==> config.mk <==
export PLATFORM = sky130hd
export DESIGN_NAME = xt_translate_top
export DESIGN_NICKNAME = d
export VERILOG_FILES = /design/src/hdl/xt_isa_pkg.sv /design/src/hdl/xt_pipe_pkg.sv /design/src/hdl/xt_classify.sv /design/src/hdl/xt_uop_gen.sv /design/src/hdl/xt_sequencer.sv /design/src/hdl/xt_translate_top.sv
export SDC_FILE = /design/constraint.sdc
export NUM_CORES = 1
export LEC_CHECK = 0
export ABC_CLOCK_PERIOD_IN_PS = 3500
export BUFFER_PORTS_ARGS = -buffer_cell sky130_fd_sc_hd__buf_2
export CAP_MARGIN = 25
export CORE_MARGIN = 2
export CORE_UTILIZATION = 43
export CTS_CLUSTER_DIAMETER = 150
export DETAILED_ROUTE_END_ITERATION = 16
export HOLD_SLACK_MARGIN = 0.03
export MAX_ROUTING_LAYER = met4
export PLACE_DENSITY = 0.65
export REMOVE_ABC_BUFFERS = 1
export SYNTH_ARGS = -nofsm -noshare
export SYNTH_HDL_FRONTEND = slang
export SYNTH_SLANG_ARGS = --single-unit
export TNS_END_PERCENT = 100
==> constraint.sdc <==
create_clock -name iw_clk -period 3.5 [get_ports iw_clk]
set_input_delay 0.7 -clock iw_clk [delete_from_list [all_inputs] [get_ports iw_clk]]
set_output_delay 0.7 -clock iw_clk [all_outputs]
set_load 0.005 [all_outputs]
==> src/hdl/xt_isa_pkg.sv <==
`default_nettype none

package xt_isa_pkg;

    localparam int data_w = 24;

    // Fields stay plain vectors so unlisted encodings survive decode
    typedef struct packed {
        logic [3:0]        opclass;
        logic [3:0]        subop;
        logic [data_w-9:0] operand;
    } instr_t;

    typedef enum logic [3:0] {
        oc_0    = 4'h0,
        oc_1    = 4'h1,
        oc_2    = 4'h2,
        oc_3    = 4'h3,
        oc_4    = 4'h4,
        oc_5    = 4'h5,
        oc_ctrl = 4'h6,
        oc_7    = 4'h7,
        oc_priv = 4'h9,
        oc_f    = 4'hf
    } opclass_e;

    // Control subops live in class 6, SETSSP in class 9
    typedef enum logic [3:0] {
        sub_btp    = 4'h0,
        sub_jccui  = 4'h1,
        sub_bccsr  = 4'h2,
        sub_bccso  = 4'h3,
        sub_balso  = 4'h4,
        sub_jsrui  = 4'h5,
        sub_bsrsr  = 4'h6,
        sub_bsrso  = 4'h7,
        sub_ret    = 4'h8,
        sub_setssp = 4'hc
    } subop_e;

    // Opcode byte is {opclass, subop} of the matching instruction
    typedef enum logic [7:0] {
        opc_nop      = 8'h00,
        opc_jccui    = 8'h61,
        opc_bccsr    = 8'h62,
        opc_bccso    = 8'h63,
        opc_balso    = 8'h64,
        opc_srmovur  = 8'h70,
        opc_srmovaur = 8'h71,
        opc_sraddsi  = 8'h72,
        opc_srsubsi  = 8'h73,
        opc_srldso   = 8'h74,
        opc_srstso   = 8'h75,
        opc_srjccso  = 8'h76
    } opc_e;

    typedef enum logic [1:0] {
        sr_lr  = 2'd0,
        sr_ssp = 2'd1,
        sr_pc  = 2'd2
    } sr_idx_e;

    function automatic instr_t pack_nop();
        return instr_t'({opc_nop, 16'h0000});
    endfunction

    function automatic instr_t pack_sr_imm14(opc_e opc, sr_idx_e tgt_sr, logic [13:0] imm14);
        return instr_t'({opc, tgt_sr, imm14});
    endfunction

    function automatic instr_t pack_sr_sr_imm12(opc_e opc, sr_idx_e tgt_sr, sr_idx_e src_sr,
                                                logic [11:0] imm12);
        return instr_t'({opc, tgt_sr, src_sr, imm12});
    endfunction

    function automatic instr_t pack_sr_sr(opc_e opc, sr_idx_e tgt_sr, sr_idx_e src_sr);
        return instr_t'({opc, tgt_sr, src_sr, 12'h000});
    endfunction

    function automatic instr_t pack_sr_cc_imm10(opc_e opc, sr_idx_e tgt_sr, logic [3:0] cc,
                                                logic [9:0] imm10);
        return instr_t'({opc, tgt_sr, cc, imm10});
    endfunction

    function automatic instr_t pack_jccui(logic [3:0] cc, logic [11:0] imm12);
        return instr_t'({opc_jccui, cc, imm12});
    endfunction

    // Target data register sits above the condition code
    function automatic instr_t pack_bccsr(logic [3:0] tgt_dr, logic [3:0] cc);
        return instr_t'({opc_bccsr, tgt_dr, cc, 8'h00});
    endfunction

    function automatic instr_t pack_balso(logic [15:0] imm16);
        return instr_t'({opc_balso, imm16});
    endfunction

endpackage

`default_nettype wire

==> src/hdl/xt_pipe_pkg.sv <==
`default_nettype none

package xt_pipe_pkg;
    import xt_isa_pkg::*;

    localparam int fetch_pc_w = 24;

    typedef enum logic [2:0] {
        k_pass   = 3'd0,
        k_nop    = 3'd1,
        k_zero   = 3'd2,
        k_setssp = 3'd3,
        k_jsr    = 3'd4,
        k_bsr_sr = 3'd5,
        k_bsr_so = 3'd6,
        k_ret    = 3'd7
    } macro_kind_e;

    typedef logic [1:0] seq_idx_t;

    // Micro-ops emitted for one macro
    function automatic logic [2:0] seq_len(macro_kind_e kind);
        case (kind)
            k_jsr, k_bsr_sr, k_bsr_so: return 3'd4;
            k_ret:                     return 3'd3;
            default:                   return 3'd1;
        endcase
    endfunction

    typedef struct packed {
        logic [fetch_pc_w-1:0] pc;
        instr_t                instr;
    } fetch_s;

    typedef struct packed {
        macro_kind_e kind;
        seq_idx_t    idx;
        instr_t      instr;
    } uop_req_s;

endpackage

`default_nettype wire

==> src/hdl/xt_classify.sv <==
`timescale 1ns/10ps
`default_nettype none

module xt_classify
    import xt_isa_pkg::*, xt_pipe_pkg::*;
(
    input  instr_t      instr,
    output macro_kind_e kind
);

    always_comb begin
        case (instr.opclass)
            oc_0, oc_1, oc_2, oc_3, oc_4, oc_5, oc_7, oc_f: begin
                kind = k_pass;
            end
            oc_ctrl: begin
                case (instr.subop)
                    sub_btp: begin
                        kind = k_nop;
                    end
                    // Plain branches go through untouched
                    sub_jccui, sub_bccsr, sub_bccso, sub_balso: begin
                        kind = k_pass;
                    end
                    sub_jsrui: begin
                        kind = k_jsr;
                    end
                    sub_bsrsr: begin
                        kind = k_bsr_sr;
                    end
                    sub_bsrso: begin
                        kind = k_bsr_so;
                    end
                    sub_ret: begin
                        kind = k_ret;
                    end
                    default: begin
                        kind = k_zero;
                    end
                endcase
            end
            oc_priv: begin
                // Other privileged ops pass unchanged
                if (instr.subop == sub_setssp) begin
                    kind = k_setssp;
                end else begin
                    kind = k_pass;
                end
            end
            default: begin
                kind = k_zero;
            end
        endcase
    end

    // A known instruction always lands on a known kind
    kind_known: assert final ($isunknown(instr) || !$isunknown(kind))
        else $error("xt_classify: kind unknown for instr %h", instr);

endmodule

`default_nettype wire

==> src/hdl/xt_uop_gen.sv <==
`timescale 1ns/10ps
`default_nettype none

module xt_uop_gen
    import xt_isa_pkg::*, xt_pipe_pkg::*;
(
    input  uop_req_s req,
    output instr_t   uop
);

    // Last micro-op of a call sequence, picked by kind
    instr_t call_tail;

    always_comb begin
        case (req.kind)
            k_jsr: begin
                call_tail = pack_jccui(4'h0, req.instr.operand[11:0]);
            end
            k_bsr_sr: begin
                call_tail = pack_bccsr(req.instr.operand[15:12], 4'h0);
            end
            default: begin
                call_tail = pack_balso(req.instr.operand);
            end
        endcase
    end

    always_comb begin
        case (req.kind)
            k_pass: begin
                uop = req.instr;
            end
            k_nop: begin
                uop = pack_nop();
            end
            k_setssp: begin
                uop = pack_sr_sr(opc_srmovaur, sr_ssp, sr_idx_e'(req.instr.operand[15:14]));
            end
            k_jsr, k_bsr_sr, k_bsr_so: begin
                // Push LR, save return PC, then branch
                case (req.idx)
                    2'd0: uop = pack_sr_imm14(opc_srsubsi, sr_ssp, 14'd2);
                    2'd1: uop = pack_sr_sr_imm12(opc_srstso, sr_ssp, sr_lr, 12'd0);
                    2'd2: uop = pack_sr_sr(opc_srmovur, sr_lr, sr_pc);
                    default: uop = call_tail;
                endcase
            end
            k_ret: begin
                // Pop LR and jump through it
                case (req.idx)
                    2'd0: uop = pack_sr_imm14(opc_sraddsi, sr_ssp, 14'd2);
                    2'd1: uop = pack_sr_sr_imm12(opc_srldso, sr_lr, sr_ssp, 12'hffe);
                    default: uop = pack_sr_cc_imm10(opc_srjccso, sr_lr, 4'h0, 10'd1);
                endcase
            end
            default: begin
                uop = '0;
            end
        endcase
    end

    // Sequencer never asks past the end of a sequence
    idx_in_range: assert final ($isunknown(req) || ({1'b0, req.idx} < seq_len(req.kind)))
        else $error("xt_uop_gen: index %0d out of range for kind %s",
                    req.idx, req.kind.name());

endmodule

`default_nettype wire

==> src/hdl/xt_sequencer.sv <==
`timescale 1ns/10ps
`default_nettype none

module xt_sequencer
    import xt_isa_pkg::*, xt_pipe_pkg::*;
#(
    parameter int addr_w = 24
) (
    input  logic              iw_clk,
    input  logic              iw_rst,
    input  logic              stall,
    input  logic              flush,
    input  fetch_s            in_fetch,
    input  macro_kind_e       in_kind,
    output uop_req_s          req,
    input  instr_t            uop,
    output logic [addr_w-1:0] out_pc,
    output instr_t            out_uop,
    output logic              busy,
    output logic              seq_start
);

    if (addr_w != fetch_pc_w) begin : g_pc_w_check
        $error("xt_sequencer: addr_w must equal the fetch PC width");
    end

    seq_idx_t          idx;
    macro_kind_e       hold_kind;
    instr_t            hold_instr;
    logic [addr_w-1:0] hold_pc;
    logic [addr_w-1:0] sel_pc;
    logic              advance;
    logic [2:0]        next_idx;

    // Held macro drives generation while a sequence is in flight
    always_comb begin
        if (busy) begin
            req    = '{kind: hold_kind, idx: idx, instr: hold_instr};
            sel_pc = hold_pc;
        end else begin
            req    = '{kind: in_kind, idx: '0, instr: in_fetch.instr};
            sel_pc = in_fetch.pc;
        end
    end

    assign seq_start = !busy && (seq_len(in_kind) > 3'd1);
    assign advance   = !flush && !stall;
    assign next_idx  = 3'(idx) + 3'd1;

    always_ff @(posedge iw_clk or posedge iw_rst) begin
        if (iw_rst) begin
            busy      <= 1'b0;
            idx       <= '0;
            hold_kind <= k_pass;
            out_uop   <= '0;
            out_pc    <= '0;
        end else if (flush) begin
            busy    <= 1'b0;
            idx     <= '0;
            out_uop <= '0;
            out_pc  <= '0;
        end else if (!stall) begin
            out_uop <= uop;
            out_pc  <= sel_pc;
            if (busy) begin
                if (next_idx < seq_len(hold_kind)) begin
                    idx <= next_idx[1:0];
                end else begin
                    busy <= 1'b0;
                    idx  <= '0;
                end
            end else if (seq_start) begin
                // Micro-op 0 goes out now, so resume at 1
                busy      <= 1'b1;
                idx       <= 2'd1;
                hold_kind <= in_kind;
            end
        end
    end

    always_ff @(posedge iw_clk) begin
        if (advance && seq_start) begin
            hold_instr <= in_fetch.instr;
            hold_pc    <= in_fetch.pc;
        end
    end

    busy_idx_in_range: assert property (
        @(posedge iw_clk) disable iff (iw_rst)
        busy |-> ({1'b0, idx} < seq_len(hold_kind))
    ) else $error("xt_sequencer: index %0d past end of held sequence", idx);

    flush_clears_busy: assert property (
        @(posedge iw_clk) disable iff (iw_rst)
        flush |=> !busy
    ) else $error("xt_sequencer: busy still set after flush");

endmodule

`default_nettype wire

==> src/hdl/xt_translate_top.sv <==
`timescale 1ns/10ps
`default_nettype none

module xt_translate_top
    import xt_isa_pkg::*, xt_pipe_pkg::*;
#(
    parameter int addr_w = 24
) (
    input  logic              iw_clk,
    input  logic              iw_rst,
    input  logic              stall,
    input  logic              flush,
    input  fetch_s            in_fetch,
    output logic [addr_w-1:0] out_pc,
    output instr_t            out_uop,
    output logic              busy,
    output logic              seq_start
);

    macro_kind_e in_kind;
    uop_req_s    req;
    instr_t      uop;

    xt_classify u_classify (
        .instr (in_fetch.instr),
        .kind  (in_kind)
    );

    xt_sequencer #(
        .addr_w (addr_w)
    ) u_sequencer (
        .iw_clk    (iw_clk),
        .iw_rst    (iw_rst),
        .stall     (stall),
        .flush     (flush),
        .in_fetch  (in_fetch),
        .in_kind   (in_kind),
        .req       (req),
        .uop       (uop),
        .out_pc    (out_pc),
        .out_uop   (out_uop),
        .busy      (busy),
        .seq_start (seq_start)
    );

    xt_uop_gen u_uop_gen (
        .req (req),
        .uop (uop)
    );

endmodule

`default_nettype wire

==> impl_metrics.py, run 1 <==
metrics = {
    "status": {
        "outcome": "finished clean",
    },
    "detailed_routing": {
        "viasPerCell": 5.591,
        "first_pass_iters": 4,
        "num_vias": 3662,
        "wire_per_inst_um": 17.65,
        "drt-total-wl_mm": 11.56,
        "route.detailed.drc": 0,
        "postRouteAntennaNets": 0,
        "drt_iter0_markers": 196,
    },
    "floorplanning": {
        "core_mm2": 0.01094,
        "die_x_um": 110.3,
        "chipHeight_um": 110.3,
        "io_pins": 102,
        "rows": 38,
        "initial_core_util_pct": 44.41,
        "die_area_mm2": 0.01216,
    },
    "yosys": {
        "yosysMostFrequentCell": "nor2_1",
        "synthArstFlopShare_pct": 52.94,
        "yosysUniqueCellTypes": 62,
        "synth_edf_count": 48,
        "yosys_warnings": 0,
        "synth_area_leader_cell": "edfxtp_1",
        "syn_inst": 420,
        "synth_seq_cells": 102,
        "synth_top_area_share_pct": 29.68,
        "yosysSeqAreaShare_pct": 57.51,
        "synthTopCellsByCount": "nor2_1, dfrtp_1, edfxtp_1, mux2i_1, a21oi_1",
        "syn_area_mm2": 0.004856,
        "synth_area_leaders": "edfxtp_1, dfrtp_1, mux2i_1",
        "synth_flop_cell": "dfrtp_1",
        "syn_area_per_cell_um2": 11.56,
    },
    "setup_path": {
        "crit_arrival_ns": 3.11,
        "crit_chain": "and2_1 > a21oi_1 > nand3_1 > or3_1 > a21oi_1",
        "cpMaxStageDelayCell": "dfrtp_4",
        "path_buf_inv": 0,
        "critPathMaxStageDelay_ns": 0.72,
        "cp.required_ns": 3.77,
        "cp-end-kind": "register",
        "crit_fanout": 43,
        "worstSetupStartpointType": "register",
        "crit_family": "simple AND/OR/NAND/NOR gates",
        "cpMostUsedCell": "a21oi_1",
        "path_class": "reg -> reg",
    },
    "final_layout": {
        "nets": 564,
        "final_util_pct": 52.94,
        "fin_area_mm2": 0.005789,
        "seq_area_mm2": 0.002796,
        "multiInputGateArea_mm2": 0.001873,
        "fillCellCount": 1001,
        "syn2layout_area_growth_pct": 19.22,
        "drive_above_1_share_pct": 26.85,
    },
    "clock_network": {
        "cts_resized": 0,
        "postCtsSetupBuffers": 0,
        "cts.clk_slew.worst_paths_ns": 0.07,
        "cts_tree": "yes",
        "ctsHoldBuffers": 0,
        "ctsHtreeMaxLevel": 3,
        "cts_sinks": 102,
        "clock_latency_ns": 0.35,
        "cts_root_buf": "clkbuf_16",
        "clockBufferDepth": 2,
        "cts_buffers": 9,
    },
    "timing": {
        "slew_headroom_pct": 50.77,
        "timing.final.crit_share_pct": 80.99,
        "worst_clock_skew_ns": 0.007557,
        "finalCriticalPeriod_ns": 2.835,
        "tns_ns": 0,
        "maxSlewViolCount": 0,
        "clock.fmax_mhz": 352.8,
        "hold_ws_ns": 0.4516,
        "tightest_slew_ns": 0.7385,
        "hold_viol": 0,
        "final-setup-viol-count": 0,
        "rsz0062_at_grt": "no",
    },
    "power_and_ir_drop": {
        "power.density_mw_per_mm2": 450.5,
        "power_w": 0.002608,
        "vdd_drop_max_uv": 318.3,
        "cellLeakagePower_nw": 2.432,
    },
    "flow_run": {
        "cap_violations": 0,
    },
    "global_route": {
        "grt_pass1_wl_mm": 18.44,
        "grt_pass1_vias": 3624,
        "grt_use_total_pct": 20.58,
        "grt_max_degree": 45,
        "gr-total-overflow": 0,
        "antenna_found_initial": 1,
    },
    "place": {
        "port_buffers": 101,
        "post_dp_cell_area_mm2": 0.005478,
        "gp_congestion": 0.9073,
        "hpwlAfterDp_mm": 7.927,
    },
    "min_path": {
        "hp-class": "in -> async",
    },
}
## report_power, final
| part | internal, W | switching [W] | total, W |
|---|---|---|---|
| combinational | 0.000103 | 0.000141 | 0.000244 |
| clock | 0.000624 | 0.000427 | 0.00105 |
| sequential | 0.00129 | 0.0000246 | 0.00131 |
## registers in the layout, indices dropped and copies added, names as in the netlist
signal,count
u_sequencer.busy,1
u_sequencer.hold_kind,3
u_sequencer.out_uop,24
u_sequencer.out_pc,24
u_sequencer.hold_instr,24
u_sequencer.idx,2
u_sequencer.hold_pc,24
## metal layers
metal / global-route usage [%] / wire, um / up-vias / share of wire [%]
met3: 5.585 / 802 / 16 / 6.9
met2: 29.97 / 5154 / 129 / 45
li1: - / - / 1736 / -
met4: 5.804 / 159 / 0 / 1.4
met1: 28.48 / 5442 / 1781 / 47
met5: - / 0 / - / 0
## final timing paths
kind                       cells after the start  slack (ns)                                  end                                 from
min in group iw_clk                            1        0.50  u_sequencer.out_uop[12]$_DFFE_PP0P_  u_sequencer.out_uop[12]$_DFFE_PP0P_
max in group asynchronous                      4        2.12    u_sequencer.out_pc[9]$_DFFE_PP0P_                               iw_rst
hold reg to reg                                1        0.50  u_sequencer.out_uop[12]$_DFFE_PP0P_  u_sequencer.out_uop[12]$_DFFE_PP0P_
hold / removal                                 2        0.45         u_sequencer.busy$_DFFE_PP0P_                               iw_rst
setup reg to reg                               5        0.67  u_sequencer.out_uop[19]$_DFFE_PP0P_         u_sequencer.busy$_DFFE_PP0P_
setup / recovery                               5        0.67  u_sequencer.out_uop[19]$_DFFE_PP0P_         u_sequencer.busy$_DFFE_PP0P_
## cells in the final DEF, fill, tap and decap left out, types with 16 or more instances in the layout
master	Yosys	routed
a21oi_1	38	38
dfrtp_1	54	53
edfxtp_1	48	48
a22o_1	17	17
nand2_1	16	16
o21ai_0	21	21
mux2i_1	48	48
nor2_1	57	57
buf_2	8	101
## cells by family after synthesis
kind of cell               share of synthesized area, %
and+or+nand+nor                                   10.90
DFF                                               57.51
adders and majority gates                        0.7731
AOI/OAI and AO/OA                                 16.36
xor gates and xnor gates                         0.1804
muxes                                             10.36
buffers and inverters                             3.916
## stage by stage
step                setup WS [ns]  instances
finish                     0.6652        655
global route               0.4201        655
CTS                        0.6790        654
detailed placement         0.4310        638
global placement           0.5333        638
floorplan                 -0.4382        387
## cell type report
class	instances	share of cell area (%)
sequential	102	48.30
multi-input combinational	278	32.35
timing repair buffer	111	10.24
clock buffer	11	4.020
tap	140	3.026
clock inverter	5	1.318
inverter	7	0.6916
antenna	1	0.04322
Power figures use the tool's default switching activity.
==> inputs of run 2 (changes only) <==
--- a/config.mk
+++ b/config.mk
@@ -5,7 +5,7 @@
 export SDC_FILE = /design/constraint.sdc
 export NUM_CORES = 1
 export LEC_CHECK = 0
-export ABC_CLOCK_PERIOD_IN_PS = 3500
+export ABC_CLOCK_PERIOD_IN_PS = 2600
 export BUFFER_PORTS_ARGS = -buffer_cell sky130_fd_sc_hd__buf_2
 export CAP_MARGIN = 25
 export CORE_MARGIN = 2
@@ -14,7 +14,7 @@
 export DETAILED_ROUTE_END_ITERATION = 16
 export HOLD_SLACK_MARGIN = 0.03
 export MAX_ROUTING_LAYER = met4
-export PLACE_DENSITY = 0.65
+export PLACE_DENSITY = 0.68
 export REMOVE_ABC_BUFFERS = 1
 export SYNTH_ARGS = -nofsm -noshare
 export SYNTH_HDL_FRONTEND = slang
==> constraint.sdc (replaced) <==
create_clock -name iw_clk -period 2.6 [get_ports iw_clk]
set_input_delay 0.52 -clock iw_clk [delete_from_list [all_inputs] [get_ports iw_clk]]
set_output_delay 0.52 -clock iw_clk [all_outputs]
set_load 0.005 [all_outputs]
==> impl_metrics.py, run 2 (same netlist as run 1, synthesis figures left out) <==
metrics = {
    "clock_network": {
        "ctsHoldBuffers": 0,
        "postCtsSetupBuffers": 0,
        "clock_latency_ns": 0.34,
        "ctsHtreeMaxLevel": 3,
        "cts_buffers": 9,
        "cts_tree": "yes",
        "cts.clk_slew.worst_paths_ns": 0.07,
        "clockBufferDepth": 2,
        "cts_resized": 0,
        "cts_sinks": 102,
        "cts_root_buf": "clkbuf_16",
    },
    "floorplanning": {
        "die_x_um": 110.3,
        "rows": 38,
        "io_pins": 102,
        "core_mm2": 0.01094,
        "initial_core_util_pct": 44.41,
        "die_area_mm2": 0.01216,
        "chipHeight_um": 110.3,
    },
    "global_route": {
        "grt_pass1_wl_mm": 19.09,
        "grt_use_total_pct": 20.91,
        "gr-total-overflow": 0,
        "antenna_found_initial": 0,
        "grt_max_degree": 59,
        "grt_pass1_vias": 3817,
    },
    "final_layout": {
        "fillCellCount": 992,
        "layout_common_cells": "buf_2, nor2_1, dfrtp_1, mux2i_1, edfxtp_1",
        "fin_area_mm2": 0.005937,
        "fin_cells": 674,
        "diodes": 0,
        "final_common_cell": "buf_2",
        "drive_above_1_share_pct": 30.15,
        "syn2layout_area_growth_pct": 22.26,
        "nets": 584,
    },
    "flow_run": {
        "cap_violations": 0,
    },
    "power_and_ir_drop": {
        "vdd_drop_max_uv": 376.4,
        "clock_power_share_pct": 38.0,
        "pwr-share-seq_pct": 51.8,
        "cellLeakagePower_nw": 2.532,
        "p_int_w": 0.002571,
        "switching_share_pct": 24.58,
        "p_sw_w": 0.0008379,
        "pwr-share-comb_pct": 10.2,
        "power.density_mw_per_mm2": 574.2,
    },
    "place": {
        "hpwlAfterDp_mm": 8.367,
        "port_buffers": 101,
        "dpl.cell_count": 658,
        "gp_congestion": 0.8475,
        "post_dp_cell_area_mm2": 0.005653,
    },
    "detailed_routing": {
        "wl_met1_mm": 5.517,
        "viasPerCell": 5.521,
        "drt_iter0_markers": 208,
        "route.detailed.drc": 0,
        "num_vias": 3721,
        "first_pass_iters": 4,
        "dr_wl_met2_mm": 5.590,
        "highest_layer": "met4",
        "met3RoutedLength_um": 714,
        "postRouteAntennaNets": 0,
        "wire_per_inst_um": 17.67,
        "drt-total-wl_mm": 11.91,
    },
    "timing": {
        "rsz0062_at_grt": "no",
        "maxSlewViolCount": 0,
        "finalCriticalPeriod_ns": 2.333,
        "final-setup-viol-count": 0,
        "slew_headroom_pct": 55.84,
        "tns_ns": 0,
        "tightest_slew_ns": 0.6615,
        "hold_viol": 0,
        "timing.final.crit_share_pct": 89.71,
        "clock.fmax_mhz": 428.7,
        "worst_clock_skew_ns": 0.007392,
    },
    "setup_path": {
        "cp.required_ns": 2.88,
        "crit_arrival_ns": 2.61,
        "path_class": "in -> reg",
        "cp-end-kind": "register",
        "crit_fanout": 10,
        "worstSetupStartpointType": "input port",
    },
    "min_path": {
        "hp-class": "in -> async",
    },
    "status": {
        "outcome": "finished clean",
    },
}
## run 2: cell count changes in the layout (fill, tap and decap cells not counted), moves of 2 or more
cell,delta
buf_4,+18
bufinv_16,-2
buf_12,+2
clkinv_4,+2
clkbuf_1,-2
inv_6,+2
## run 2: area by class of cell
| class | instances | area, um2 | share of cell area (%) |
|---|---|---|---|
| Clock inverter | 6 | 45.04 | 0.7587 |
| Inverter | 7 | 40.04 | 0.6744 |
| Sequential cell | 102 | 2796 | 47.10 |
| Clock buffer | 10 | 239.0 | 4.025 |
| Tap cell | 140 | 175.2 | 2.950 |
| Timing Repair Buffer | 131 | 768.2 | 12.94 |
| Multi-Input combinational cell | 278 | 1873 | 31.55 |
## run 2: power by group through the flow
stage	Clock [W]	Combinational (W)	Sequential (W)
after floorplan	0	0.000154	0.00180
after global placement	0	0.000340	0.00180
after detailed placement	0	0.000351	0.00180
after CTS	0.00133	0.000352	0.00177
after global routing	0.00140	0.000391	0.00177
final	0.00129	0.000348	0.00177
## run 2: final timing paths
check,from,to,slack [ns],cells past startpoint
worst max-delay path,in_fetch[20],u_sequencer.out_uop[9]$_DFFE_PP0P_,0.27,7
worst min-delay path,iw_rst,u_sequencer.out_pc[23]$_DFFE_PP0P_,0.27,2
worst max register to register,u_sequencer.busy$_DFFE_PP0P_,u_sequencer.out_uop[23]$_DFFE_PP0P_,0.39,5
worst min register to register,u_sequencer.out_uop[12]$_DFFE_PP0P_,u_sequencer.out_uop[12]$_DFFE_PP0P_,0.49,1
max in group asynchronous,iw_rst,u_sequencer.busy$_DFFE_PP0P_,1.72,3
min in group iw_clk,in_fetch[33],u_sequencer.hold_pc[9]$_DFFE_PP_,0.36,1
## run 2: worst max-delay path: stages
cell,delay [ns]
buf_2,0.12
nand4bb_1,0.25
a2111o_1,0.48
a22o_1,0.24
or4_1,0.69
o21ai_0,0.16
a22o_1,0.15
## run 2: layer usage
metal | up-vias | global-route usage [%]
met2 | 118 | 33.65
met4 | 0 | 4.732
met5 | - | -
met1 | 1816 | 27.16
met3 | 9 | 4.821
li1 | 1778 | -
## run 2: per-stage QoR
| stage | utilization (%) | hold slack, ns | setup slack [ns] | power [W] |
|---|---|---|---|---|
| 6_report | 54.29 | 0.2660 | 0.2675 | 0.003409 |
| 5_1_grt | 54.29 | 0.3043 | 0.1327 | 0.003559 |
| 4_1_cts | 54.29 | 0.2892 | 0.2550 | 0.003447 |
| 3_5_place_dp | 51.69 | 0.4794 | -0.09599 | 0.002152 |
| 3_3_place_gp | 51.69 | 0.4774 | -0.002962 | 0.002137 |
| 2_1_floorplan | - | 0.4893 | -1.338 | 0.001953 |
==> inputs of run 3 (changes only) <==
--- a/config.mk
+++ b/config.mk
@@ -15,6 +15,7 @@
 export HOLD_SLACK_MARGIN = 0.03
 export MAX_ROUTING_LAYER = met4
 export PLACE_DENSITY = 0.68
+export RECOVER_POWER = 100
 export REMOVE_ABC_BUFFERS = 1
 export SYNTH_ARGS = -nofsm -noshare
 export SYNTH_HDL_FRONTEND = slang
==> impl_metrics.py, run 3 (same netlist as run 1, synthesis figures left out) <==
metrics = {
    "status": {
        "outcome": "finished clean",
    },
    "clock_network": {
        "ctsHoldBuffers": 0,
        "cts_buffers": 9,
        "cts_sinks": 102,
        "postCtsSetupBuffers": 0,
        "cts.clk_slew.worst_paths_ns": 0.07,
        "cts_root_buf": "clkbuf_16",
        "cts_resized": 0,
        "cts_tree": "yes",
        "ctsHtreeMaxLevel": 3,
        "clockBufferDepth": 2,
        "clock_latency_ns": 0.34,
    },
    "detailed_routing": {
        "drt-total-wl_mm": 12.02,
        "route.detailed.drc": 0,
        "drt_iter0_markers": 188,
        "first_pass_iters": 4,
        "wire_per_inst_um": 17.83,
        "postRouteAntennaNets": 0,
        "num_vias": 3742,
        "viasPerCell": 5.552,
    },
    "final_layout": {
        "nets": 584,
        "final_common_cell": "clkbuf_1",
        "fin_cells": 674,
        "layout_common_cells": "clkbuf_1, nor2_1, dfrtp_1, mux2i_1, edfxtp_1",
        "syn2layout_area_growth_pct": 19.69,
        "drive_above_1_share_pct": 17.42,
        "final_util_pct": 53.15,
        "diodes": 0,
    },
    "timing": {
        "clock.fmax_mhz": 422.9,
        "tightest_slew_ns": 1.145,
        "timing.final.crit_share_pct": 90.94,
        "worst_clock_skew_ns": 0.006554,
        "finalCriticalPeriod_ns": 2.364,
        "final-setup-viol-count": 0,
        "slew_headroom_pct": 23.61,
        "hold_viol": 0,
        "rsz0062_at_grt": "no",
        "maxSlewViolCount": 0,
        "tns_ns": 0,
    },
    "min_path": {
        "whs_path_depth": 1,
        "hp-start": "in_fetch[33]",
        "min_to": "u_sequencer.hold_pc[9]$_DFFE_PP_",
        "hp-class": "in -> reg",
    },
    "global_route": {
        "gr-total-overflow": 0,
        "grt_pass1_wl_mm": 19.09,
        "antenna_found_initial": 0,
        "grt_max_degree": 59,
        "grt_pass1_vias": 3817,
        "grt_use_total_pct": 20.91,
    },
    "setup_path": {
        "crit_fanout": 9,
        "rr_worst_depth": 6,
        "cp-end-kind": "register",
        "reg2reg_setup_slack_ns": 0.41,
        "reg2reg_from": "u_sequencer.busy$_DFFE_PP0P_",
        "crit_arrival_ns": 2.34,
        "worstSetupStartpointType": "input port",
        "r2r_end": "u_sequencer.hold_instr[11]$_DFFE_PP_",
        "path_class": "in -> reg",
        "cp.required_ns": 2.58,
    },
    "floorplanning": {
        "chipHeight_um": 110.3,
        "core_mm2": 0.01094,
        "die_x_um": 110.3,
        "io_pins": 102,
        "initial_core_util_pct": 44.41,
        "rows": 38,
        "die_area_mm2": 0.01216,
    },
    "power_and_ir_drop": {
        "power_w": 0.003393,
        "p_sw_w": 0.0008390,
        "power.density_mw_per_mm2": 583.9,
        "pwr-share-seq_pct": 52.1,
        "pwr-share-comb_pct": 9.7,
        "switching_share_pct": 24.72,
        "clock_power_share_pct": 38.1,
        "cellLeakagePower_nw": 2.295,
        "vdd_drop_max_uv": 375.8,
        "p_int_w": 0.002554,
    },
    "place": {
        "gp_congestion": 0.8475,
        "port_buffers": 101,
        "hpwlAfterDp_mm": 8.367,
        "dpl.cell_count": 658,
    },
    "flow_run": {
        "cap_violations": 0,
    },
}
-- run 3: worst max path at each step --
stage | start | end | slack (ns) | cells after the start
after floorplan | u_sequencer.busy$_DFFE_PP0P_ | u_sequencer.out_uop[12]$_DFFE_PP0P_ | -1.34 | 4
after global placement | in_fetch[20] | u_sequencer.out_uop[2]$_DFFE_PP0P_ | -0.003 | 7
after detailed placement | in_fetch[20] | u_sequencer.out_uop[11]$_DFFE_PP0P_ | -0.1 | 7
after CTS | in_fetch[20] | u_sequencer.out_uop[11]$_DFFE_PP0P_ | 0.26 | 7
after global routing | in_fetch[18] | u_sequencer.out_uop[14]$_DFFE_PP0P_ | 0.09 | 8
final | in_fetch[18] | u_sequencer.hold_instr[11]$_DFFE_PP_ | 0.24 | 8
-- run 3: routing by layer --
layer	GRT usage, %	share of wire, %	vias up
met5	-	0	-
met4	4.732	0.77	0
met3	4.821	6.1	9
met2	33.65	46	125
met1	27.16	47	1831
li1	-	-	1777
-- run 3: stage by stage --
stage	worst slack [ns]	hold WS (ns)	area [um2]
2_1_floorplan	-1.338	0.4893	4706
3_5_place_dp	-0.09599	0.4794	5653
4_1_cts	0.2550	0.2892	5937
6_report	0.2356	0.3653	5812
3_3_place_gp	-0.002962	0.4774	5653
5_1_grt	0.08755	0.3472	5812
-- run 3: worst max-delay path, cell delays in order --
cell and delay, ns:
clkbuf_1 0.15, or4b_1 0.48, o21ai_0 0.15, nand2_1 0.11
bufinv_8 0.23, nand2_1 0.10, inv_1 0.14, clkbuf_1 0.45
-- run 3: cell type report --
| class | count | area (um2) |
|---|---|---|
| Clock inverter | 6 | 45.04 |
| Tap cell | 140 | 175.2 |
| Inverter | 7 | 40.04 |
| Sequential cell | 102 | 2796 |
| Multi-Input combinational cell | 278 | 1873 |
| Fill cell | 1033 | 5124 |
| Timing Repair Buffer | 131 | 643.1 |
| Clock buffer | 10 | 239.0 |
-- run 3: power groups by stage --
stage | Combinational, W | Sequential [W] | Clock (W)
floorplan | 0.000154 | 0.00180 | 0
global placement | 0.000340 | 0.00180 | 0
detailed placement | 0.000351 | 0.00180 | 0
CTS | 0.000352 | 0.00177 | 0.00133
global route | 0.000372 | 0.00177 | 0.00140
finish | 0.000331 | 0.00177 | 0.00129
